### src/elink_pkg.sv
package elink_pkg;

   // Byte-wide framed link
   localparam int LINK_W = 8;                // Link data width
   typedef logic [LINK_W-1:0] link_byte_t;   // One link beat

   localparam int BEATS = 13;                // Bytes per packet, 104/8
   typedef logic [3:0] beat_t;               // Counts 0..BEATS-1

   // Transmit buffer handshake states
   typedef enum logic [1:0] {
      EMPTY,                                 // Ready for a new packet
      REQ,                                   // Holding packet, req high
      RELEASE                                // Req dropped, waiting for ack low
   } chan_state_t;

   // Arbiter and serializer states
   typedef enum logic [1:0] {
      IDLE,                                  // No grant
      SEND,                                  // Frame high, shifting bytes
      DONE                                   // Ack high until req drops
   } arb_state_t;

   // Channel indices for the grant flag
   localparam logic CH_RD = 1'b0;
   localparam logic CH_WR = 1'b1;

endpackage

### src/emesh_pkg.sv
package emesh_pkg;

   // Field types of the mesh packet
   typedef logic [31:0] addr_t;       // Byte address
   typedef logic [31:0] data_t;       // One data word
   typedef logic [3:0]  ctrlmode_t;   // Control mode bits
   typedef logic [1:0]  datamode_t;   // Access size, always a word here

   // Packet layout, msb first
   typedef struct packed {
      addr_t     srcaddr;             // Bits 103:72, return address
      data_t     data;                // Bits 71:40
      addr_t     dstaddr;             // Bits 39:8, target address
      ctrlmode_t ctrlmode;            // Bits 7:4
      datamode_t datamode;            // Bits 3:2
      logic      write;               // Bit 1, selects write channel
      logic      spare;               // Bit 0, unused
   } emesh_packet_t;

   localparam int PACKET_W = 104;     // Must match the struct above

   // Remote memory geometry
   localparam int MEM_DEPTH = 256;    // Words
   typedef logic [7:0] mem_index_t;   // From dstaddr[9:2]

endpackage

### src/elink_tx_arbiter.sv
`timescale 1ns/1ps

module elink_tx_arbiter
   import emesh_pkg::*, elink_pkg::*;
(
   input  logic          clkin,
   input  logic          reset,
   input  logic          req_rd,        // Read channel request
   input  logic          req_wr,        // Write channel request
   input  emesh_packet_t pkt_rd,
   input  emesh_packet_t pkt_wr,
   output logic          ack_rd,        // High in DONE for a read grant
   output logic          ack_wr,        // High in DONE for a write grant
   output logic          link_frame,    // High for BEATS cycles per packet
   output link_byte_t    link_data      // Msb byte first
);

   arb_state_t            state_q;
   beat_t                 beat_q;
   logic                  last_q;       // Channel granted most recently
   logic                  pick;         // Channel to grant this cycle
   logic [1:0]            req_vec;
   logic [PACKET_W-1:0]   shift_q;      // Serializer
   emesh_packet_t         pick_pkt;

   assign req_vec = {req_wr, req_rd};    // Indexed by CH_RD / CH_WR

   // Round robin, the channel not served last wins a tie
   always_comb begin
      if (req_vec[CH_RD] && req_vec[CH_WR])
         pick = ~last_q;
      else if (req_vec[CH_WR])
         pick = CH_WR;
      else
         pick = CH_RD;
   end

   assign pick_pkt = (pick == CH_WR) ? pkt_wr : pkt_rd;

   always_ff @(posedge clkin or posedge reset) begin
      if (reset) begin
         state_q <= IDLE;
         beat_q  <= '0;
         last_q  <= CH_WR;              // Read goes first after reset
      end else begin
         unique case (state_q)
            IDLE: begin
               if (|req_vec) begin
                  state_q <= SEND;      // First byte next cycle
                  last_q  <= pick;
                  beat_q  <= '0;
               end
            end
            SEND: begin
               beat_q <= beat_q + 1'b1;
               if (beat_q == beat_t'(BEATS - 1))
                  state_q <= DONE;      // Ack after the 13th byte
            end
            DONE: begin
               if (!req_vec[last_q])
                  state_q <= IDLE;      // Ack drops next cycle
            end
            default: state_q <= IDLE;
         endcase
      end
   end

   // Load on grant, shift one byte per beat
   always_ff @(posedge clkin) begin
      if (state_q == IDLE && (|req_vec))
         shift_q <= pick_pkt;
      else if (state_q == SEND)
         shift_q <= {shift_q[PACKET_W-LINK_W-1:0], {LINK_W{1'b0}}};
   end

   assign link_frame = (state_q == SEND);
   assign link_data  = shift_q[PACKET_W-1 -: LINK_W];   // Top byte on the wire

   // Phase 2 of the handshake, only one channel can be granted
   assign ack_rd = (state_q == DONE) && (last_q == CH_RD);
   assign ack_wr = (state_q == DONE) && (last_q == CH_WR);

endmodule

### config.mk
export PLATFORM = sky130hd
export DESIGN_NAME = elink_tx_arbiter
export DESIGN_NICKNAME = d
export VERILOG_FILES = /design/src/elink_pkg.sv /design/src/emesh_pkg.sv /design/src/elink_tx_arbiter.sv
export SDC_FILE = /design/constraint.sdc
export NUM_CORES = 1
export LEC_CHECK = 0
export BUFFER_PORTS_ARGS = -buffer_cell sky130_fd_sc_hd__clkbuf_2
export CORE_UTILIZATION = 45
export CTS_BUF_LIST = sky130_fd_sc_hd__clkbuf_16
export DETAILED_ROUTE_END_ITERATION = 16
export PLACE_DENSITY_LB_ADDON = 0.08
export SLEW_MARGIN = 0
export SYNTH_ARGS = -nofsm -noshare
export SYNTH_HDL_FRONTEND = slang
export SYNTH_SLANG_ARGS = --single-unit
### constraint.sdc
create_clock -name clkin -period 3.4 [get_ports clkin]
set_clock_uncertainty 0.05 [all_clocks]
set_input_delay 0.85 -clock clkin [delete_from_list [all_inputs] [get_ports clkin]]
set_output_delay 0.85 -clock clkin [all_outputs]
set_load 0.01 [all_outputs]
==> metrics.md <==
| Metric | Value |
|---|---|
| Status | `finished clean` |
| Via count | `5334` |
| Vias in the first global route | `5072` |
| DR iter-0 viols | `408` |
| Max_cap viols | `0` |
| Vias/cell | `around 5.5` |
| Hold Crit Class | `input pin to async pin` |
| Clock Path Buffers | `2` |
| Final hold viol count | `0` |
| Cts bufs inserted | `9` |
| Clock sinks | `around 110` |
| Pwr Total | `6.07 mW` |
| Wire length of the first global-routing pass | `24000 µm` |
| Initial antenna violation count | `0` |
| Crit path cell chain | `nand2b_1, clkinv_1, clkbuf_2` |
| Max-slew violations | `0` |
| Routed WL | `15600 µm` |
| Mean Syn Cell Area | `9.61 µm²` |
| Worst slew margin | `0.544` |
| Sum Neg Setup Slack | `0 ns` |
| Drt pass-1 iters | `5` |
| Placed cell count | `960` |
| Clk_lat worst skew | `roughly 0.35 ns` |
| Detail Route Antenna Nets | `0` |
| CP top delay family | `buffers and inverters` |
| Post-route DRC | `0` |
| CP Data Required Time | `~2.5 ns` |
| DIE WIDTH | `117 µm` |
| Crit. Startpoint | `state_q[1]` |
| Crit share post-route | `0.677` |
| CTS tree | `yes` |
| Hpwl dp | `10800 µm` |
| CORE AREA | `12800 µm²` |
| Startpoint types | `register` |
| Period minus WS final | `roughly 2.3 ns` |
| Slowest stage delay, CP | `0.41 ns` |
| Global router's overall resource usage | `0.232` |
| Post-synthesis sequential area ratio | `0.554` |
| Fraction of layout cells with a size suffix above 1 | `0.352` |
| Number of synthesized flops with an enable pin | `104` |
| CP max FO | `8` |
| Area grow syn2layout | `24.5%` |
| Most frequent cells in the layout | `222 x clkbuf_2, 214 x nand2_1, 107 x a21oi_1` |
| Synth cell types | `28` |
| CP Capture Type | `output pin` |
| Measured slew at the worst slew-check pin | `0.683 ns` |
| Arr. time, crit path | `1.40 ns` |
| # H-tree levels | `3` |
| Pleak | `roughly 3.2 nW` |
| Root Buffer | `clkbuf_16` |
| Gp weighted congestion | `just over 0.8` |
| Largest net degree at the start of global routing | `66` |
| Reg-to-reg startpoint | `last_q` |
| Synth warn | `0` |
| # rows | `slightly above 40` |
| Die Y | `117 µm` |
| Max Fclk | `0.435 GHz` |
| Post-CTS Resized | `0` |
| Yosys reg bits | `between 100 and 150` |
| Synth async-reset ratio | `0.0631` |
| Post-Syn Nets | `834` |
| Top FF cell, synth | `edfxtp_1` |
| Buffer and inverter count on the worst path | `2` |
| Io pins | `between 200 and 250` |
| Port bufs | `222` |
| Grt total ovfl | `0` |
| RSZ-0062 raised after global routing | `no` |
| Cell Count, Final, Fillers Out | `976` |
| Post-synthesis cell count | `620` |
| Netlist Area Pre-Place | `between 5000 and 6000 µm²` |
| CTS Hold Bufs | `0` |
| Die ar. | `13700 µm²` |
| Commonest non-fill, non-tap cell in the layout | `clkbuf_2` |
| Fin nets | `1013` |
| Filler cells | `1184` |
| IR drop worst, VDD | `0.000387 V` |
| PwrDens | `818 nW/µm²` |
| Number of diodes | `0` |
| Worst-path clk slew | `around 0.060 ns` |
| Initial Util | `0.466` |
| Wire length per cell | `15.9 µm` |
| Final setup vio count | `0` |
| Postcts setup bufs | `0` |
| Crit path max-delay cell type | `dfrtp_1` |
| Critical path class | `register to output pin` |
[synth_stat cells, types with 5 or more instances]
cell type / instances / area [µm²]
a21oi_1: 107 / 536
a31oi_1: 67 / 419
a31oi_2: 30 / 375
buf_2: 14 / 70.1
buf_4: 13 / 97.6
buf_6: 5 / 56.3
clkbuf_1: 33 / 124
dfrtp_1: 6 / 150
edfxtp_1: 104 / 3120
inv_1: 5 / 18.8
nand2_1: 214 / 803
[power by group]
| group | internal (mW) | total, mW | switching, mW |
|---|---|---|---|
| Clock | 0.636 | 1.10 | 0.465 |
| Sequential | 2.56 | 2.80 | 0.244 |
| Combinational | 0.826 | 2.17 | 1.34 |
| Total | 4.02 | 6.07 | 2.05 |
[cell type report]
class / count / area, µm² / area share
Inverter: 6 / 22.5 / 0.00304
Timing Repair Buffer: 233 / 1260 / 0.169
Tap cell: 172 / 215 / 0.0290
Clock inverter: 7 / 81.3 / 0.0110
Clock buffer: 9 / 225 / 0.0304
Multi-Input combinational cell: 438 / 2320 / 0.313
Sequential cell: 111 / 3300 / 0.445
[metal layers]
layer	vias to the layer above	share of wire	GRT usage
met5	-	0	0
met2	222	0.49	0.396
met4	0	0.016	0.0785
li1	2593	-	-
met3	18	0.061	0.0299
met1	2501	0.43	0.306
[path summary, 6_finish.rpt]
kind | depth (start not counted) | slack, ns | endpoint
min | 2 | 0.36 | state_q[0]
min in group clkin | 1 | 0.47 | beat_q[0]
max in group asynchronous | 2 | 2.66 | last_q
max reg2reg | 4 | 1.30 | shift_q[101]
min reg2reg | 1 | 0.47 | beat_q[0]
max | 3 | 1.10 | link_frame
[worst reg2reg max path: cells and delay by family (launching register included)]
family          cells  cell delay [ns]
compound gates      2             0.76
flops               1             0.62
buf+inv             1             0.36
simple gates        1             0.12
[flip-flops by register name, indices dropped and copies added, names as in the netlist]
signal   flops
shift_q    104
beat_q       4
state_q      2
last_q       1
[per-stage QoR]
stage	setup slack (ns)	hold slack [ns]	instance area [µm²]	util
2_1_floorplan	0.486	0.440	5960	-
3_3_place_gp	0.833	0.456	7110	0.557
3_5_place_dp	0.782	0.468	7110	0.557
4_1_cts	1.07	0.361	7420	0.581
5_1_grt	1.01	0.380	7420	0.581
6_report	1.10	0.363	7420	0.581
[logic make-up after synthesis]
group	after synthesis	share of synthesized area
multiplexers	2	0.00336
buffers and inverters	71	0.0622
AO/OA/AOI/OAI	211	0.233
flip-flops	111	0.554
adder cells (fa/ha/maj)	2	0.00420
AND/OR/NAND/NOR	223	0.143
Power figures use the tool's default switching activity.
