File: src/elink_pkg.sv
package elink_pkg;

   // Byte-wide framed link
   localparam int LINK_W = 8;                // Link data width
   typedef logic [LINK_W-1:0] link_byte_t;   // One link beat

   localparam int BEATS = 13;                // Bytes per packet, 104/8
   typedef logic [3:0] beat_t;               // Counts 0..BEATS-1

   // Transmit buffer handshake states
   typedef enum logic [1:0] {
      EMPTY,                                 // Ready for a new packet
      REQ,                                   // Holding packet, req high
      RELEASE                                // Req dropped, waiting for ack low
   } chan_state_t;

   // Arbiter and serializer states
   typedef enum logic [1:0] {
      IDLE,                                  // No grant
      SEND,                                  // Frame high, shifting bytes
      DONE                                   // Ack high until req drops
   } arb_state_t;

   // Channel indices for the grant flag
   localparam logic CH_RD = 1'b0;
   localparam logic CH_WR = 1'b1;

endpackage

File: src/emesh_pkg.sv
package emesh_pkg;

   // Field types of the mesh packet
   typedef logic [31:0] addr_t;       // Byte address
   typedef logic [31:0] data_t;       // One data word
   typedef logic [3:0]  ctrlmode_t;   // Control mode bits
   typedef logic [1:0]  datamode_t;   // Access size, always a word here

   // Packet layout, msb first
   typedef struct packed {
      addr_t     srcaddr;             // Bits 103:72, return address
      data_t     data;                // Bits 71:40
      addr_t     dstaddr;             // Bits 39:8, target address
      ctrlmode_t ctrlmode;            // Bits 7:4
      datamode_t datamode;            // Bits 3:2
      logic      write;               // Bit 1, selects write channel
      logic      spare;               // Bit 0, unused
   } emesh_packet_t;

   localparam int PACKET_W = 104;     // Must match the struct above

   // Remote memory geometry
   localparam int MEM_DEPTH = 256;    // Words
   typedef logic [7:0] mem_index_t;   // From dstaddr[9:2]

endpackage

File: src/elink_tx_channel.sv
`timescale 1ns/1ps

module elink_tx_channel
   import emesh_pkg::*, elink_pkg::*;
(
   input  logic          clkin,
   input  logic          reset,
   input  logic          in_access,     // Packet offered by the mesh side
   input  emesh_packet_t in_packet,
   output logic          in_wait,       // Buffer busy
   output logic          req,           // Four-phase request to arbiter
   output emesh_packet_t req_packet,    // Held packet, stable while req high
   input  logic          ack            // From arbiter, after last byte sent
);

   chan_state_t   state_q;
   emesh_packet_t pkt_q;
   logic          take;

   // Accept only when the buffer is empty
   assign take = in_access && (state_q == EMPTY);

   always_ff @(posedge clkin or posedge reset) begin
      if (reset) begin
         state_q <= EMPTY;
      end else begin
         unique case (state_q)
            EMPTY: begin
               if (take)
                  state_q <= REQ;         // Wait rises next cycle
            end
            REQ: begin
               if (ack)
                  state_q <= RELEASE;     // Phase 3, drop req
            end
            RELEASE: begin
               if (!ack)
                  state_q <= EMPTY;       // Phase 4 seen, free again
            end
            default: state_q <= EMPTY;
         endcase
      end
   end

   // Payload holding register
   always_ff @(posedge clkin) begin
      if (take)
         pkt_q <= in_packet;
   end

   assign in_wait    = (state_q != EMPTY);   // Busy until handshake closes
   assign req        = (state_q == REQ);
   assign req_packet = pkt_q;

endmodule

File: config.mk
export PLATFORM = sky130hd
export DESIGN_NAME = elink_tx_channel
export DESIGN_NICKNAME = d
export VERILOG_FILES = /design/src/elink_pkg.sv /design/src/emesh_pkg.sv /design/src/elink_tx_channel.sv
export SDC_FILE = /design/constraint.sdc
export NUM_CORES = 1
export LEC_CHECK = 0
export BUFFER_PORTS_ARGS = -buffer_cell sky130_fd_sc_hd__buf_2
export CORE_MARGIN = 2
export CORE_UTILIZATION = 44
export DETAILED_ROUTE_END_ITERATION = 12
export HOLD_SLACK_MARGIN = 0.06
export MAX_ROUTING_LAYER = met4
export PLACE_DENSITY_LB_ADDON = 0.08
export SKIP_LAST_GASP = 1
export SYNTH_ARGS = -nofsm -noshare
export SYNTH_HDL_FRONTEND = slang
export SYNTH_SLANG_ARGS = --single-unit
export TNS_END_PERCENT = 1
File: constraint.sdc
create_clock -name clkin -period 9.1 [get_ports clkin]
set_clock_uncertainty 0.05 [all_clocks]
set_input_delay 0.91 -clock clkin [delete_from_list [all_inputs] [get_ports clkin]]
set_output_delay 0.91 -clock clkin [all_outputs]
set_load 0.1 [all_outputs]
==> metrics, run 1 <==
worst vdd rail ir drop 238 uV; area grow syn2layout 42.9%; Synth area leaders edfxtp_1 (97%), dfrtp_1 (1.6%), a211oi_1 (0.23%); CTS root buf clkbuf_8; IO Port Bufs 213; Tot GR Track Use 15.0%; Mapped Cells 115; worst slack, placed 5.94 ns; vias after detailed routing 1903; io pins 214; Crit Path Category primary input to register; met3 WL 670 um; R2R Setup Slk 6.34 ns; # rows 31; multiplexer share of the synthesized area 0%; WL met2 3300 um; most frequent cells in the layout buf_2 (213), edfxtp_1 (104), clkbuf_8 (9); most common cell after layout, fill and taps aside buf_2; DRT met1 WL 2410 um; Synth Area in XOR/XNOR 0%; status finished, final reports clean; final net count 448; fin crit share 30.6%; pwr/cell area 381 nW/um2; CP max FO 63; Final Worst Setup Slack 6.32 ns; cells on worst reg2reg path 3; Arrival @ worst endpoint 2.71 ns; CTS tree yes; clk slew on worst S/H paths 0.10 ns; Simple-Gate Fraction of Synth Area 0.854%; top-area cell type share of the netlist area 96.9%; Reg-to-Reg End req_packet[7]; worst hold path type primary input to asynchronous set/reset pin; DR vias/cell 4.28; main combinational cell family by area after synthesis simple AND/OR/NAND/NOR gates; post-synth cell types 9; initial antenna violation count 0; worst skew pair latency 0.35 ns; Setup TNS 0 ns; Crit. Startpoint in_access; Slew Viols, Final 0; Top Metal Used met4; GPL Wtd Cong 0.725; hold slack final 0.343 ns; Iteration-0 DRC Markers 91; htree depth 3; LEAKAGE 1.96 nW; slew margin rel. 26.0%; core area 7180 um2; die span in x 89.6 um; Compound-Gate Fraction of Synth Area 0.466%; Worst Max-Slew Pin Slew 1.11 ns; cts bufs inserted 9; register area share after synthesis 98.4%; number of global-route vias before repair 1695; syn_nets 223; DRC violations left 0; Initial Utilization 44.9%; Synth Cell Area 3220 um2; overall routed net length 6470 um; total congestion overflow 0; worst r2r src state_q[0]; Synth Area in Adders 0%; Max Cap Viol 0; CP required 9.03 ns; FF+latch count, synth 106; clk sinks 106; CP Capture Type register; Worst Setup Start Kind primary input; final hold vios 0; Clock Tree Buf Depth 2; first-pass GRT wire length 8220 um; PostCTS Resize Cnt 0; antenna-violating nets left 0; Die H 89.6 um; Synth area leader edfxtp_1; CTS Hold Bufs 0; RSZ-0062 raised after global routing false; max frequency 360 MHz; CP Capture Point req_packet[7]; Die Area 8030 um2; synthesis warning total 0; shortest period the worst path allows 2.78 ns; layout cells sized above 1 66.4%; final setup fails 0; Setup Fix Bufs, Post-CTS 0; DR pass1 iterations 4; syn_area_per_cell 28.0 um2; pin count of the biggest net entering global routing 64; post-DR wirelength/cell 14.5 um
==> synth_stat cells, drive strengths merged <==
master and number:
nor2 2, edfxtp 104, inv 2, a211oi 1, and2b 1, dfrtp 2, nor2b 1, or2 1
o21a 1
==> flip-flops by register name, indices dropped and copies added, names as in the netlist <==
register    count
req_packet    104
state_q         2
==> cell families (layout without fill, tap and decap cells) <==
logic type | Yosys count | count (layout)
AOI/OAI and AO/OA | 2 | 2
buffers and inverters | 2 | 232
DFF | 106 | 106
other | 0 | 1
and+or+nand+nor | 5 | 5
==> worst min-delay path by stage <==
stage	to	startpoint
4_1_cts	state_q[0]	reset
2_1_floorplan	state_q[0]	state_q[1]
5_1_grt	state_q[0]	reset
3_5_place_dp	state_q[0]	state_q[1]
6_report	state_q[0]	reset
3_3_place_gp	state_q[0]	state_q[1]
==> metal layers <==
layer  track usage, %  vias to the layer above
li1                 -                      905
met1             17.3                      873
met2             23.8                      118
met3             5.67                        7
met4             5.97                        0
met5                -                        -
==> per-stage QoR <==
step / utilization (%) / cell area (um2) / instances / total power (W)
2_1_floorplan: - / 3220 / 115 / 0.00141
3_3_place_gp: 61.7 / 4430 / 428 / 0.00151
3_5_place_dp: 61.7 / 4430 / 428 / 0.00152
4_1_cts: 64.2 / 4600 / 444 / 0.00177
5_1_grt: 64.2 / 4600 / 444 / 0.00181
6_report: 64.2 / 4610 / 445 / 0.00175
==> layout make-up <==
cell class	instances	area, um2
Antenna cell	1	2.50
Clock buffer	9	124
Clock inverter	7	52.6
Fill cell	535	2570
Inverter	2	7.51
Multi-Input combinational cell	7	50.0
Sequential cell	106	3170
Tap cell	99	124
Timing Repair Buffer	214	1070
==> power breakdown <==
group	switching (W)	internal (W)
Combinational	0.000739	0.0000800
Sequential	0.0000209	0.000660
Clock	0.000153	0.000102
Total	0.000912	0.000842
==> worst max-delay path: stages <==
cell and delay, ns:
buf_2 0.08, inv_1 0.05, nor2_4 0.85, buf_4 0.76
No activity file was read; power rests on OpenSTA's default activity.
==> inputs of run 2 (changes only) <==
- CORE_UTILIZATION: 44 -> 41
- clock period: 9.1 -> 2.6 ns (I/O delays scaled with it)
==> run 2 against run 1 <==
The run now fails in clock tree synthesis (4_1_cts); synthesized area unchanged; synthesized cell count is the same.
==> metrics, run 2 <==
Async S/R FF share, synth 1.89% (unchanged); IO Port Bufs 213 (unchanged); Compound-Gate Fraction of Synth Area 0.466% (unchanged); syn_nets 223 (unchanged); Failed at clock tree synthesis (4_1_cts); multiplexer share of the synthesized area 0% (unchanged); Synth area leaders edfxtp_1 (97%), dfrtp_1 (1.6%), a211oi_1 (0.23%); top-count cell post-synth edfxtp_1; CTS Hold Bufs 101 (+101); Commonest cells post-synth edfxtp_1 (104), dfrtp_1 (2), inv_1 (2), nor2_1 (2); io pins 214 (unchanged); Die H 92.7 um (+3.4%); FF+latch count, synth 106 (unchanged); Mapped Cells 115 (unchanged); status stopped before the end; Main synth FF type edfxtp_1; dpl cells 432 (+0.93%); Setup Fix Bufs, Post-CTS 0 (unchanged); Synth Area in Adders 0% (unchanged); die span in x 92.7 um (+3.4%); synthesis warning total 0 (unchanged); top-area cell type share of the netlist area 96.9% (unchanged); Synth Area in XOR/XNOR 0% (unchanged); Post-synth EDFFs 104 (unchanged); register area share after synthesis 98.4% (unchanged); post-synth cell types 9 (unchanged); # rows 32 (+3.2%); CTS root buf clkbuf_8; GPL Wtd Cong 0.736 (+1.6%); htree depth 3 (unchanged); Initial Utilization 41.9% (-3.0 points); DP HPWL 4880 um; clk sinks 106 (unchanged); main combinational cell family by area after synthesis simple AND/OR/NAND/NOR gates; cts bufs inserted 9 (unchanged); Clock Tree Buf Depth 2 (unchanged); Simple-Gate Fraction of Synth Area 0.854% (unchanged); Area after DPL 4440 um2 (+0.31%); First Err [ERROR RSZ-0060] Max buffer count reached.; PostCTS Resize Cnt 0 (unchanged); Synth Cell Area 3220 um2 (unchanged); Synth area leader edfxtp_1; syn_area_per_cell 28.0 um2 (unchanged)
-- run 2: logic make-up after synthesis --
group	Yosys count
AO/OA/AOI/OAI	2
AND/OR/NAND/NOR	5
buffers and inverters	2
flip-flops	106
-- run 2: through the flow --
stage / setup TNS (ns) / setup slack, ns
after detailed placement: 0 / 0.849
after global placement: 0 / 0.882
after floorplan: -24.34 / -0.234
==> inputs of run 3 (changes only) <==
- CORE_UTILIZATION: 41 -> 40
- HOLD_SLACK_MARGIN: 0.06 -> unset
- MAX_ROUTING_LAYER: met4 -> unset
- PLACE_DENSITY_LB_ADDON: 0.08 -> 0.15
==> run 3 against run 2 <==
The flow now finishes without violations.
==> metrics, run 3 (same netlist as run 1, synthesis figures left out) <==
Int Power 0.00296 W; max frequency 577 MHz; Max Cap Viol 0; pwr/cell area 1300 nW/um2; CTS tree yes; cts bufs inserted 9 (unchanged); Largest stage delay, worst path 0.42 ns; IO Port Bufs 213 (unchanged); Die Area 8790 um2; Net Sw Frac 51.7%; clock share of power 13.9%; Largest register FFs 104; Area after DPL 4450 um2 (+0.11%); total congestion overflow 0; slew margin rel. 65.6%; CP Capture Type register; worst skew pair latency 0.35 ns; worst vdd rail ir drop 1190 uV; Seq pwr share 38.8%; # rows 32 (unchanged); LEAKAGE 2.00 nW; clk slew on worst S/H paths 0.09 ns; most frequent cells in the layout buf_2 (213), edfxtp_1 (104), dlygate4sd3_1 (11); antenna-violating nets left 0; DRC violations left 0; pin count of the biggest net entering global routing 103; most common cell after layout, fill and taps aside buf_2; Iteration-0 DRC Markers 54; hold slack final 0.0265 ns; Tot GR Track Use 14.2%; shortest period the worst path allows 1.73 ns; clk sinks 106 (unchanged); io pins 214 (unchanged); Die H 93.8 um (+1.2%); # diodes 0; Crit Path Category register to register; final hold vios 0; status finished, final reports clean; CP max FO 102; combinational share of power 47.2%; DR pass1 iterations 4; CP max stage cell buf_12; Worst Max-Slew Pin Slew 0.515 ns; fin crit share 66.6%; CTS Hold Bufs 2 (-98%); Clock Tree Buf Depth 2 (unchanged); Crit. Startpoint state_q[1]; Slew Viols, Final 0; htree depth 3 (unchanged); die span in x 93.8 um (+1.2%); core area 7770 um2; worst hold path type primary input to register; final setup fails 0; PostCTS Resize Cnt 0 (unchanged); Finished Cell Area 4730 um2; post-DR wirelength/cell 14.7 um; initial antenna violation count 0; Setup Fix Bufs, Post-CTS 0 (unchanged); CTS root buf clkbuf_8; Worst Setup Start Kind register; worst r2r src state_q[1]; CP required 2.54 ns; Psw 0.00317 W; Initial Utilization 41.5% (-0.43 points); area grow syn2layout 46.6%; GPL Wtd Cong 0.705 (-4.2%); number of global-route vias before repair 1899; layout cells sized above 1 64.6%; Final Util 60.8%; final net count 459; worst path cell trace or2_4, nor2_4, buf_12; overall routed net length 6740 um; first-pass GRT wire length 9010 um; DR vias/cell 4.31; Arrival @ worst endpoint 1.67 ns; RSZ-0062 raised after global routing false; hold path start in_packet[46]; vias after detailed routing 1974
run 3: per-stage QoR:
stage                     setup slack [ns]  cells  setup TNS [ns]  total power, W
final                                0.868    458               0         0.00614
after CTS                            0.867    449               0         0.00619
after floorplan                     -0.234    115          -24.34         0.00490
after global routing                 0.780    458               0         0.00634
after global placement               0.921    431               0         0.00531
after detailed placement             0.886    431               0         0.00533
run 3: routing by layer:
| layer | wire length (um) | vias up | GRT usage, % |
|---|---|---|---|
| li1 | - | 930 | - |
| met1 | 2450 | 897 | 15.7 |
| met2 | 3300 | 137 | 22.9 |
| met3 | 865 | 10 | 6.66 |
| met4 | 120 | 0 | 7.49 |
| met5 | 0 | - | 0 |
run 3: path summary, 6_finish.rpt:
| check | endpoint | slack, ns | depth (start not counted) |
|---|---|---|---|
| hold reg to reg | state_q[0] | 0.44 | 1 |
| setup / recovery | req_packet[41] | 0.87 | 3 |
| max in group asynchronous | state_q[0] | 2.16 | 3 |
| setup reg to reg | req_packet[41] | 0.87 | 3 |
| hold / removal | req_packet[46] | 0.03 | 1 |
| min in group asynchronous | state_q[1] | 0.23 | 3 |
run 3: final cells by class:
class | count | area, um2
sequential | 106 | 3170
tap | 102 | 128
inverter | 2 | 7.51
clock inverter | 7 | 45.0
multi-input combinational | 7 | 52.6
timing repair buffer | 225 | 1200
clock buffer | 9 | 124
fill | 612 | 3040
run 3: power by group through the flow:
| stage | sequential, W | clock, W | combinational [W] |
|---|---|---|---|
| 2_1_floorplan | 0.00458 | 0 | 0.000327 |
| 3_3_place_gp | 0.00241 | 0 | 0.00290 |
| 3_5_place_dp | 0.00243 | 0 | 0.00290 |
| 4_1_cts | 0.00239 | 0.000895 | 0.00291 |
| 5_1_grt | 0.00241 | 0.000955 | 0.00297 |
| 6_report | 0.00238 | 0.000855 | 0.00290 |
run 3: critical path: cells and delay by family (launching register included):
family | cells | cell delay (ns)
and+or+nand+nor | 2 | 0.43
buffers and inverters | 1 | 0.42
DFF | 1 | 0.41
