<file path="config.mk">
export PLATFORM = sky130hd
export DESIGN_NAME = elink_rx
export DESIGN_NICKNAME = d
export VERILOG_FILES = /design/src/elink_pkg.sv /design/src/emesh_pkg.sv /design/src/elink_rx.sv
export SDC_FILE = /design/constraint.sdc
export NUM_CORES = 1
export LEC_CHECK = 0
export ABC_AREA = 1
export BUFFER_PORTS_ARGS = -buffer_cell sky130_fd_sc_hd__buf_2
export CORE_ASPECT_RATIO = 0.6
export CORE_UTILIZATION = 50
export CTS_CLUSTER_SIZE = 12
export DETAILED_ROUTE_END_ITERATION = 16
export PLACE_DENSITY = 0.8
export SYNTH_ARGS = -nofsm -noshare
export SYNTH_HDL_FRONTEND = slang
export SYNTH_SLANG_ARGS = --single-unit
</file>
<file path="constraint.sdc">
create_clock -name clkin -period 2.34 [get_ports clkin]
set_input_delay 0.468 -clock clkin [delete_from_list [all_inputs] [get_ports clkin]]
set_output_delay 0.468 -clock clkin [all_outputs]
set_load 0.1 [all_outputs]
</file>
<file path="src/elink_pkg.sv">
package elink_pkg;

   // Byte-wide framed link
   localparam int LINK_W = 8;                // Link data width
   typedef logic [LINK_W-1:0] link_byte_t;   // One link beat

   localparam int BEATS = 13;                // Bytes per packet, 104/8
   typedef logic [3:0] beat_t;               // Counts 0..BEATS-1

   // Transmit buffer handshake states
   typedef enum logic [1:0] {
      EMPTY,                                 // Ready for a new packet
      REQ,                                   // Holding packet, req high
      RELEASE                                // Req dropped, waiting for ack low
   } chan_state_t;

   // Arbiter and serializer states
   typedef enum logic [1:0] {
      IDLE,                                  // No grant
      SEND,                                  // Frame high, shifting bytes
      DONE                                   // Ack high until req drops
   } arb_state_t;

   // Channel indices for the grant flag
   localparam logic CH_RD = 1'b0;
   localparam logic CH_WR = 1'b1;

endpackage

</file>
<file path="src/emesh_pkg.sv">
package emesh_pkg;

   // Field types of the mesh packet
   typedef logic [31:0] addr_t;       // Byte address
   typedef logic [31:0] data_t;       // One data word
   typedef logic [3:0]  ctrlmode_t;   // Control mode bits
   typedef logic [1:0]  datamode_t;   // Access size, always a word here

   // Packet layout, msb first
   typedef struct packed {
      addr_t     srcaddr;             // Bits 103:72, return address
      data_t     data;                // Bits 71:40
      addr_t     dstaddr;             // Bits 39:8, target address
      ctrlmode_t ctrlmode;            // Bits 7:4
      datamode_t datamode;            // Bits 3:2
      logic      write;               // Bit 1, selects write channel
      logic      spare;               // Bit 0, unused
   } emesh_packet_t;

   localparam int PACKET_W = 104;     // Must match the struct above

   // Remote memory geometry
   localparam int MEM_DEPTH = 256;    // Words
   typedef logic [7:0] mem_index_t;   // From dstaddr[9:2]

endpackage

</file>
<file path="src/elink_rx.sv">
`timescale 1ns/1ps

module elink_rx
   import emesh_pkg::*, elink_pkg::*;
(
   input  logic          clkin,
   input  logic          reset,
   input  logic          link_frame,    // Marks valid link bytes
   input  link_byte_t    link_data,
   output logic          rx_valid,      // One-cycle pulse, packet complete
   output emesh_packet_t rx_packet
);

   beat_t               beat_q;        // Bytes received in this frame
   logic                valid_q;
   logic                last_beat;
   logic [PACKET_W-1:0] shift_q;       // Deserializer

   assign last_beat = link_frame && (beat_q == beat_t'(BEATS - 1));

   // Beat counter and completion pulse
   always_ff @(posedge clkin or posedge reset) begin
      if (reset) begin
         beat_q  <= '0;
         valid_q <= 1'b0;
      end else begin
         valid_q <= last_beat;           // Pulse the cycle after last byte
         if (!link_frame || last_beat)
            beat_q <= '0;                // Early frame drop restarts count
         else
            beat_q <= beat_q + 1'b1;
      end
   end

   // Msb byte arrives first, so shift in from the bottom
   always_ff @(posedge clkin) begin
      if (link_frame)
         shift_q <= {shift_q[PACKET_W-LINK_W-1:0], link_data};
   end

   assign rx_valid  = valid_q;
   assign rx_packet = emesh_packet_t'(shift_q);   // Stable while no frame

endmodule

</file>
==> flow_results.xml, run 1 <==
<?xml version="1.0" encoding="UTF-8"?>
<metrics>
  <group name="global_route">
    <metric name="vias_in_the_first_global_route" unit="">1527</metric>
    <metric name="grt.total_usage" unit="%">16.1</metric>
    <metric name="grt_max_degree" unit="">51</metric>
    <metric name="global_route.overflow_total" unit="">0</metric>
    <metric name="antenna_found_initial" unit="">0</metric>
    <metric name="grt_first_pass_wirelength" unit="um">7680</metric>
  </group>
  <group name="worst_setup_path">
    <metric name="path_cells" unit="">buf_2</metric>
    <metric name="critical_path.max_stage_delay" unit="ns">0.44</metric>
    <metric name="cpLargestDelayFamily" unit="">buffers and inverters</metric>
    <metric name="setup.worst_path.class" unit="">register to primary output</metric>
    <metric name="number_of_cells_on_the_worst_reg_to_reg_path" unit="">5</metric>
    <metric name="max_stage_delay_cell_worst_path" unit="">sky130_fd_sc_hd__buf_2</metric>
    <metric name="worst_r2r_endpoint" unit="">beat_q[2]</metric>
    <metric name="worstSetupEndpointType" unit="">primary output</metric>
    <metric name="critPathLaunchType" unit="">register</metric>
    <metric name="worst-path-buf-inv" unit="">1</metric>
    <metric name="r2r-start" unit="">beat_q[0]</metric>
    <metric name="worstPathMaxFanout" unit="">2</metric>
    <metric name="critical_path_required" unit="ns">1.87</metric>
    <metric name="timing.reg2reg.setup_slack" unit="ns">1.27</metric>
    <metric name="arrival" unit="ns">1.19</metric>
  </group>
  <group name="pwr">
    <metric name="power.density_cell_area" unit="nW/um^2">1030</metric>
    <metric name="vdd.ir_drop.worst" unit="mV">0.677</metric>
    <metric name="cellLeakagePower" unit="nW">1.73</metric>
  </group>
  <group name="die">
    <metric name="core_region_area" unit="sq um">6300</metric>
    <metric name="number_of_standard_cell_rows_in_the_floorplan" unit="">22</metric>
    <metric name="floorplan_die_height" unit="um">65.5</metric>
    <metric name="dieWidth" unit="um">108</metric>
    <metric name="die_footprint" unit="sq um">7050</metric>
    <metric name="effective_utilization_at_floorplan" unit="%">53.2</metric>
    <metric name="io_pins" unit="">116</metric>
  </group>
  <group name="timing">
    <metric name="post-route-period-util" unit="%">70.8</metric>
    <metric name="report.final.slew_viol_count" unit="">0</metric>
    <metric name="final.min_clock_period" unit="ns">1.66</metric>
    <metric name="slew_headroom" unit="%">66.2</metric>
    <metric name="grt_setup_unrepaired" unit="">false</metric>
    <metric name="fin_hold_ws" unit="ns">0.274</metric>
    <metric name="finClkSkew" unit="ns">0.00784</metric>
    <metric name="fin_tns_setup" unit="ns">0</metric>
    <metric name="worst_slew_pin_slew" unit="ns">0.511</metric>
    <metric name="setup_viol_count_final" unit="">0</metric>
    <metric name="timing_hold_violations_final" unit="">0</metric>
    <metric name="achievable-frequency" unit="GHz">0.603</metric>
  </group>
  <group name="synthesis">
    <metric name="synth_seq_cells" unit="">109</metric>
    <metric name="synthesis.yosys.warnings" unit="">0</metric>
    <metric name="mappedNetlistNets" unit="">142</metric>
    <metric name="number_of_instances_in_the_synthesized_netlist" unit="">129</metric>
    <metric name="yosysTopAreaCell" unit="">sky130_fd_sc_hd__edfxtp_1</metric>
    <metric name="synth.top_cells.by_area" unit="">sky130_fd_sc_hd__edfxtp_1 (93%), sky130_fd_sc_hd__dfrtp_1 (3.7%), sky130_fd_sc_hd__ha_1 (0.75%), sky130_fd_sc_hd__inv_1 (0.67%), sky130_fd_sc_hd__nor2_1 (0.45%)</metric>
    <metric name="synth.avg_cell_area" unit="sq um">26.0</metric>
    <metric name="synth_sequential_area_ratio" unit="%">96.8</metric>
    <metric name="syn-cell-area" unit="sq um">3360</metric>
    <metric name="netlist.area_leader.share" unit="%">93.1</metric>
    <metric name="synthDistinctLibCells" unit="">11</metric>
  </group>
  <group name="worst_hold_path">
    <metric name="hold_path.class" unit="">input port to register</metric>
    <metric name="hold_path_startpoint" unit="">link_data[7]</metric>
    <metric name="hold_path_stages" unit="">1</metric>
    <metric name="min_to" unit="">rx_packet[7]</metric>
  </group>
  <group name="detailed_routing">
    <metric name="wl_per_cell" unit="um">15.1</metric>
    <metric name="met2_wirelength" unit="um">2240</metric>
    <metric name="met3WireLength" unit="um">598</metric>
    <metric name="finalWirelength" unit="um">5270</metric>
    <metric name="wirelength_met1" unit="um">2330</metric>
    <metric name="dr_total_vias" unit="">1635</metric>
    <metric name="drcViolationCount" unit="">0</metric>
    <metric name="drt_pass1_iterations" unit="">5</metric>
    <metric name="drt_iter0_drc" unit="">51</metric>
    <metric name="routed_via_density" unit="">4.70</metric>
    <metric name="highest-signal-layer" unit="">met4</metric>
    <metric name="antenna_left" unit="">0</metric>
  </group>
  <group name="finish">
    <metric name="final_common_cell" unit="">sky130_fd_sc_hd__buf_2</metric>
    <metric name="drive_above_1_share" unit="%">51.1</metric>
    <metric name="commonest_cells_after_routing_fill_and_taps_aside" unit="">sky130_fd_sc_hd__buf_2 (114), sky130_fd_sc_hd__edfxtp_1 (104), sky130_fd_sc_hd__clkbuf_8 (9), sky130_fd_sc_hd__inv_1 (6), sky130_fd_sc_hd__dfrtp_1 (5)</metric>
    <metric name="number_of_inserted_diodes" unit="">0</metric>
    <metric name="layout.nets" unit="">272</metric>
    <metric name="final_cell_count_no_fill" unit="">348</metric>
    <metric name="layout-area-overhead-vs-synth" unit="%">28.1</metric>
  </group>
  <group name="clocking">
    <metric name="clkTransAtPathRegs" unit="ns">0.09</metric>
    <metric name="tritoncts_num_sinks" unit="">109</metric>
    <metric name="cts.repair_timing.setup_buffer_count" unit="">0</metric>
    <metric name="cts_buffer_count" unit="">9</metric>
    <metric name="ctsHtreeMaxLevel" unit="">3</metric>
    <metric name="clock_tree_root" unit="">sky130_fd_sc_hd__clkbuf_8</metric>
    <metric name="cts_tree" unit="">done</metric>
    <metric name="cts_buffer_depth" unit="">2</metric>
    <metric name="clock_latency" unit="ns">0.36</metric>
  </group>
  <group name="outcome">
    <metric name="run_status" unit="">complete, no violations</metric>
  </group>
  <group name="flow_run">
    <metric name="max_cap_viol_count" unit="">0</metric>
  </group>
  <group name="placed_design">
    <metric name="placement.io_buffers" unit="">115</metric>
    <metric name="numPlacedInstances" unit="">331</metric>
    <metric name="dpl.hpwl" unit="um">3560</metric>
    <metric name="gpl.final_weighted_congestion" unit="">0.679</metric>
  </group>
</metrics>
## synthesized netlist by cell type
master,count
sky130_fd_sc_hd__dfrtp_1,5
sky130_fd_sc_hd__edfxtp_1,104
sky130_fd_sc_hd__ha_1,2
sky130_fd_sc_hd__inv_1,6
sky130_fd_sc_hd__nand2_1,2
sky130_fd_sc_hd__nand2_2,1
sky130_fd_sc_hd__nand3_1,2
sky130_fd_sc_hd__nand4_1,1
sky130_fd_sc_hd__nor2_1,4
sky130_fd_sc_hd__nor2_2,1
sky130_fd_sc_hd__xnor2_1,1
## per-stage QoR
step	util [%]	total power [mW]	setup WS (ns)	cell area (sq um)
2_1_floorplan	-	3.12	0.957	3360
6_report	68.2	4.41	0.683	4300
4_1_cts	68.2	4.45	0.658	4300
3_5_place_dp	64.6	3.28	0.855	4070
3_3_place_gp	64.6	3.27	0.891	4070
5_1_grt	68.2	4.57	0.605	4300
## worst max path at each step
stage / startpoint / to / slack (ns) / cells past startpoint
6_report: rx_packet[29] / rx_packet[29] / 0.68 / 1
5_1_grt: rx_packet[31] / rx_packet[31] / 0.60 / 1
4_1_cts: rx_packet[19] / rx_packet[19] / 0.66 / 1
3_5_place_dp: link_frame / beat_q[3] / 0.86 / 4
3_3_place_gp: link_frame / rx_packet[63] / 0.89 / 2
2_1_floorplan: rx_packet[0] / rx_packet[0] / 0.96 / 0
## final cells by class
class	count	area, sq um
fillers	432	2010
clock buffers	9	124
multi-input cells	14	85.1
well taps	84	105
flip-flops and latches	109	3250
repair buffers	119	623
clock inverters	7	90.1
inverters	6	22.5
## flip-flops by register name, summed over array words and instances (netlist names)
signal,count
rx_packet,104
beat_q,4
rx_valid,1
## logic make-up after synthesis
logic type | synth area share, %
and+or+nand+nor | 1.53
xor gates and xnor gates | 0.261
buffers and inverters | 0.671
adders and majority gates | 0.746
DFF | 96.8
## metal layers
metal	track usage (%)	vias up
met4	8.22	0
met5	0	-
met2	22.3	88
li1	-	757
met1	20.1	777
met3	9.62	13
## where the power goes
group | switching, mW | total, mW | internal (mW)
clock | 0.580 | 1.18 | 0.596
sequential | 0.0523 | 2.32 | 2.27
combinational | 0.833 | 0.917 | 0.0836
## timing repair
item / CTS / global route
hold buffers: 1 / 0
resized for setup: 0 / 0
endpoints found under the hold margin: 5 / 0
Note: power is estimated with default switching activity, not from simulation.
==> run 2: changes to the inputs <==
--- a/config.mk
+++ b/config.mk
@@ -5,13 +5,13 @@
 export SDC_FILE = /design/constraint.sdc
 export NUM_CORES = 1
 export LEC_CHECK = 0
-export ABC_AREA = 1
+export ABC_AREA = 0
 export BUFFER_PORTS_ARGS = -buffer_cell sky130_fd_sc_hd__buf_2
 export CORE_ASPECT_RATIO = 0.6
-export CORE_UTILIZATION = 50
+export CORE_UTILIZATION = 49
 export CTS_CLUSTER_SIZE = 12
 export DETAILED_ROUTE_END_ITERATION = 16
-export PLACE_DENSITY = 0.8
+export PLACE_DENSITY = 0.78
 export SYNTH_ARGS = -nofsm -noshare
 export SYNTH_HDL_FRONTEND = slang
 export SYNTH_SLANG_ARGS = --single-unit
==> constraint.sdc (replaced) <==
create_clock -name clkin -period 1.7 [get_ports clkin]
set_input_delay 0.34 -clock clkin [delete_from_list [all_inputs] [get_ports clkin]]
set_output_delay 0.34 -clock clkin [all_outputs]
set_load 0.1 [all_outputs]
==> run 2 against run 1 <==
Non-clock buffer count stayed put. Via count down 0.55%. Setup slack got worse by 0.46 ns. Wire length fell by 3.9%. Register-to-register slack got worse by 0.76 ns. Critical path type unchanged. Critical endpoint is now rx_packet[84].
==> flow_results.xml, run 2 <==
<?xml version="1.0" encoding="UTF-8"?>
<metrics>
  <group name="outcome">
    <metric name="run_status" unit="">complete, no violations</metric>
  </group>
  <group name="worst_setup_path">
    <metric name="arrival" unit="ns">1.14</metric>
    <metric name="worstSetupEndpointType" unit="">primary output</metric>
    <metric name="critical_path.max_stage_delay" unit="ns">0.44</metric>
    <metric name="r2r-start" unit="">beat_q[0]</metric>
    <metric name="worstPathMaxFanout" unit="">2</metric>
    <metric name="critical_path_required" unit="ns">1.36</metric>
    <metric name="cpLargestDelayFamily" unit="">buffers and inverters</metric>
    <metric name="max_stage_delay_cell_worst_path" unit="">sky130_fd_sc_hd__buf_2</metric>
    <metric name="setup.worst_path.start" unit="">rx_packet[84]</metric>
    <metric name="critPathLaunchType" unit="">register</metric>
    <metric name="path_cells" unit="">buf_2</metric>
    <metric name="setup.worst_path.class" unit="">register to primary output</metric>
    <metric name="worst-path-buf-inv" unit="">1</metric>
  </group>
  <group name="synthesis">
    <metric name="synth.avg_cell_area" unit="sq um">26.6</metric>
    <metric name="synthesis.yosys.warnings" unit="">0</metric>
    <metric name="synth_most_common_cell" unit="">sky130_fd_sc_hd__edfxtp_1</metric>
    <metric name="synthDistinctLibCells" unit="">14</metric>
    <metric name="number_of_instances_in_the_synthesized_netlist" unit="">126</metric>
    <metric name="synth.top_cells.by_area" unit="">sky130_fd_sc_hd__edfxtp_1 (93%), sky130_fd_sc_hd__dfrtp_1 (3.7%), sky130_fd_sc_hd__ha_1 (0.75%), sky130_fd_sc_hd__inv_1 (0.45%), sky130_fd_sc_hd__and3_1 (0.37%)</metric>
    <metric name="yosysTopAreaCell" unit="">sky130_fd_sc_hd__edfxtp_1</metric>
    <metric name="netlist.area_leader.share" unit="%">93.1</metric>
    <metric name="mappedNetlistNets" unit="">139</metric>
    <metric name="ys.flop_type" unit="">sky130_fd_sc_hd__edfxtp_1</metric>
    <metric name="async_reset_ff_share" unit="%">4.59</metric>
    <metric name="synth_seq_cells" unit="">109</metric>
    <metric name="synth-edff-count" unit="">104</metric>
    <metric name="synth_sequential_area_ratio" unit="%">96.8</metric>
    <metric name="netlist_top_cells_count" unit="">sky130_fd_sc_hd__edfxtp_1 (104), sky130_fd_sc_hd__dfrtp_1 (5), sky130_fd_sc_hd__inv_1 (4)</metric>
    <metric name="syn-cell-area" unit="sq um">3350</metric>
  </group>
  <group name="clocking">
    <metric name="cts.repair_timing.setup_buffer_count" unit="">0</metric>
    <metric name="cts_tree" unit="">done</metric>
    <metric name="tritoncts_num_sinks" unit="">109</metric>
    <metric name="clock_tree_root" unit="">sky130_fd_sc_hd__clkbuf_16</metric>
    <metric name="cts.repair.resized" unit="">0</metric>
    <metric name="clock_latency" unit="ns">0.33</metric>
    <metric name="cts_buffer_count" unit="">9</metric>
    <metric name="cts_buffer_depth" unit="">2</metric>
    <metric name="clkTransAtPathRegs" unit="ns">0.07</metric>
    <metric name="ctsHtreeMaxLevel" unit="">3</metric>
  </group>
  <group name="pwr">
    <metric name="power.density_cell_area" unit="nW/um^2">1460</metric>
    <metric name="relative_contribution_of_combinational_cells_to_total_power" unit="%">19.7</metric>
    <metric name="power.share.sequential" unit="%">49.5</metric>
    <metric name="power_switching_share" unit="%">31.8</metric>
    <metric name="cellLeakagePower" unit="nW">1.77</metric>
    <metric name="power_report.internal_total" unit="mW">4.39</metric>
    <metric name="vdd.ir_drop.worst" unit="mV">0.748</metric>
    <metric name="power_frac_clock" unit="%">30.8</metric>
    <metric name="p_sw" unit="mW">2.05</metric>
  </group>
  <group name="global_route">
    <metric name="global_route.overflow_total" unit="">0</metric>
    <metric name="vias_in_the_first_global_route" unit="">1519</metric>
    <metric name="antenna_found_initial" unit="">0</metric>
    <metric name="grt.total_usage" unit="%">15.1</metric>
    <metric name="grt_max_degree" unit="">36</metric>
    <metric name="grt_first_pass_wirelength" unit="um">7450</metric>
  </group>
  <group name="die">
    <metric name="effective_utilization_at_floorplan" unit="%">52.8</metric>
    <metric name="dieWidth" unit="um">109</metric>
    <metric name="floorplan_die_height" unit="um">66.1</metric>
    <metric name="io_pins" unit="">116</metric>
    <metric name="die_footprint" unit="sq um">7190</metric>
    <metric name="core_region_area" unit="sq um">6360</metric>
    <metric name="number_of_standard_cell_rows_in_the_floorplan" unit="">22</metric>
  </group>
  <group name="worst_hold_path">
    <metric name="hold_path.class" unit="">input port to register</metric>
    <metric name="hold_path_startpoint" unit="">link_data[1]</metric>
  </group>
  <group name="finish">
    <metric name="final_common_cell" unit="">sky130_fd_sc_hd__buf_2</metric>
    <metric name="number_of_inserted_diodes" unit="">0</metric>
    <metric name="largest_register_ffs" unit="">104</metric>
    <metric name="drive_above_1_share" unit="%">50.2</metric>
    <metric name="layout.nets" unit="">269</metric>
    <metric name="final_cell_count_no_fill" unit="">345</metric>
    <metric name="commonest_cells_after_routing_fill_and_taps_aside" unit="">sky130_fd_sc_hd__buf_2 (114), sky130_fd_sc_hd__edfxtp_1 (104), sky130_fd_sc_hd__clkbuf_16 (9), sky130_fd_sc_hd__dfrtp_1 (5), sky130_fd_sc_hd__inv_1 (4)</metric>
    <metric name="layout-area-overhead-vs-synth" unit="%">31.2</metric>
  </group>
  <group name="timing">
    <metric name="final.min_clock_period" unit="ns">1.48</metric>
    <metric name="finClkSkew" unit="ns">0.00409</metric>
    <metric name="timing_hold_violations_final" unit="">0</metric>
    <metric name="post-route-period-util" unit="%">87.0</metric>
    <metric name="worst_slew_pin_slew" unit="ns">0.507</metric>
    <metric name="grt_setup_unrepaired" unit="">false</metric>
    <metric name="setup_viol_count_final" unit="">0</metric>
    <metric name="slew_headroom" unit="%">66.4</metric>
    <metric name="report.final.slew_viol_count" unit="">0</metric>
    <metric name="fin_tns_setup" unit="ns">0</metric>
    <metric name="achievable-frequency" unit="GHz">0.676</metric>
  </group>
  <group name="detailed_routing">
    <metric name="antenna_left" unit="">0</metric>
    <metric name="drcViolationCount" unit="">0</metric>
    <metric name="wl_per_cell" unit="um">14.7</metric>
    <metric name="drt_iter0_drc" unit="">93</metric>
    <metric name="routed_via_density" unit="">4.71</metric>
    <metric name="finalWirelength" unit="um">5060</metric>
    <metric name="drt_pass1_iterations" unit="">4</metric>
    <metric name="dr_total_vias" unit="">1626</metric>
  </group>
  <group name="placed_design">
    <metric name="gpl.final_weighted_congestion" unit="">0.714</metric>
    <metric name="placement.io_buffers" unit="">115</metric>
    <metric name="numPlacedInstances" unit="">328</metric>
    <metric name="dpl.hpwl" unit="um">3570</metric>
  </group>
  <group name="flow_run">
    <metric name="max_cap_viol_count" unit="">0</metric>
  </group>
</metrics>
==> run 2: path summary, 6_finish.rpt <==
| check | endpoint | slack, ns | depth (start not counted) |
|---|---|---|---|
| max in group asynchronous | beat_q[3] | 1.06 | 3 |
| hold reg to reg | rx_packet[66] | 0.44 | 0 |
| hold / removal | rx_packet[1] | 0.18 | 1 |
| min in group asynchronous | beat_q[1] | 0.46 | 3 |
| setup reg to reg | beat_q[3] | 0.51 | 4 |
| setup / recovery | rx_packet[84] | 0.22 | 1 |
==> run 2: power groups by stage <==
stage	clock network [mW]	logic, mW	registers (mW)
after floorplan	0	0.0176	4.28
after global placement	0	1.27	3.24
after detailed placement	0	1.27	3.25
after CTS	2.05	1.27	3.20
after global routing	2.15	1.30	3.21
final	1.98	1.27	3.19
==> run 2: final cells by class <==
| cell class | count | area [sq um] |
|---|---|---|
| flip-flops and latches | 109 | 3250 |
| fillers | 420 | 1960 |
| repair buffers | 119 | 648 |
| clock buffers | 11 | 233 |
| well taps | 84 | 105 |
| multi-input cells | 13 | 91.3 |
| clock inverters | 5 | 60.1 |
| inverters | 4 | 15.0 |
==> run 2: cells by family after synthesis <==
logic type               Yosys count  synth area share (%)
flip-flops                       109                  96.8
AND/OR/NAND/NOR                    7                  1.16
AO/OA/AOI/OAI                      4                 0.821
buffers and inverters              4                 0.447
adder cells (fa/ha/maj)            2                 0.746
==> run 2: per-stage QoR <==
stage          setup WS [ns]  power, mW  util [%]  area [sq um]  hold slack (ns)
2_1_floorplan          0.445       4.30         -          3350            0.119
5_1_grt                0.176       6.66      69.2          4400            0.158
4_1_cts                0.194       6.51      69.2          4400            0.166
6_report               0.220       6.44      69.2          4400            0.178
3_3_place_gp           0.452       4.51      64.4          4100            0.250
3_5_place_dp           0.432       4.52      64.4          4100            0.260
==> run 2: metal layers <==
metal	wire [um]	GRT usage (%)	up-vias	share of wire, %
met5	0	0	-	0
met4	84	8.11	0	1.7
met3	674	8.57	8	13
met2	2200	21.5	87	43
met1	2110	18.3	772	42
li1	-	-	759	-
==> run 2: what timing repair did <==
item | in CTS | in global routing
setup endpoints to repair | 0 | 0
hold buffers | 1 | 0
endpoints found under the hold margin | 5 | 0
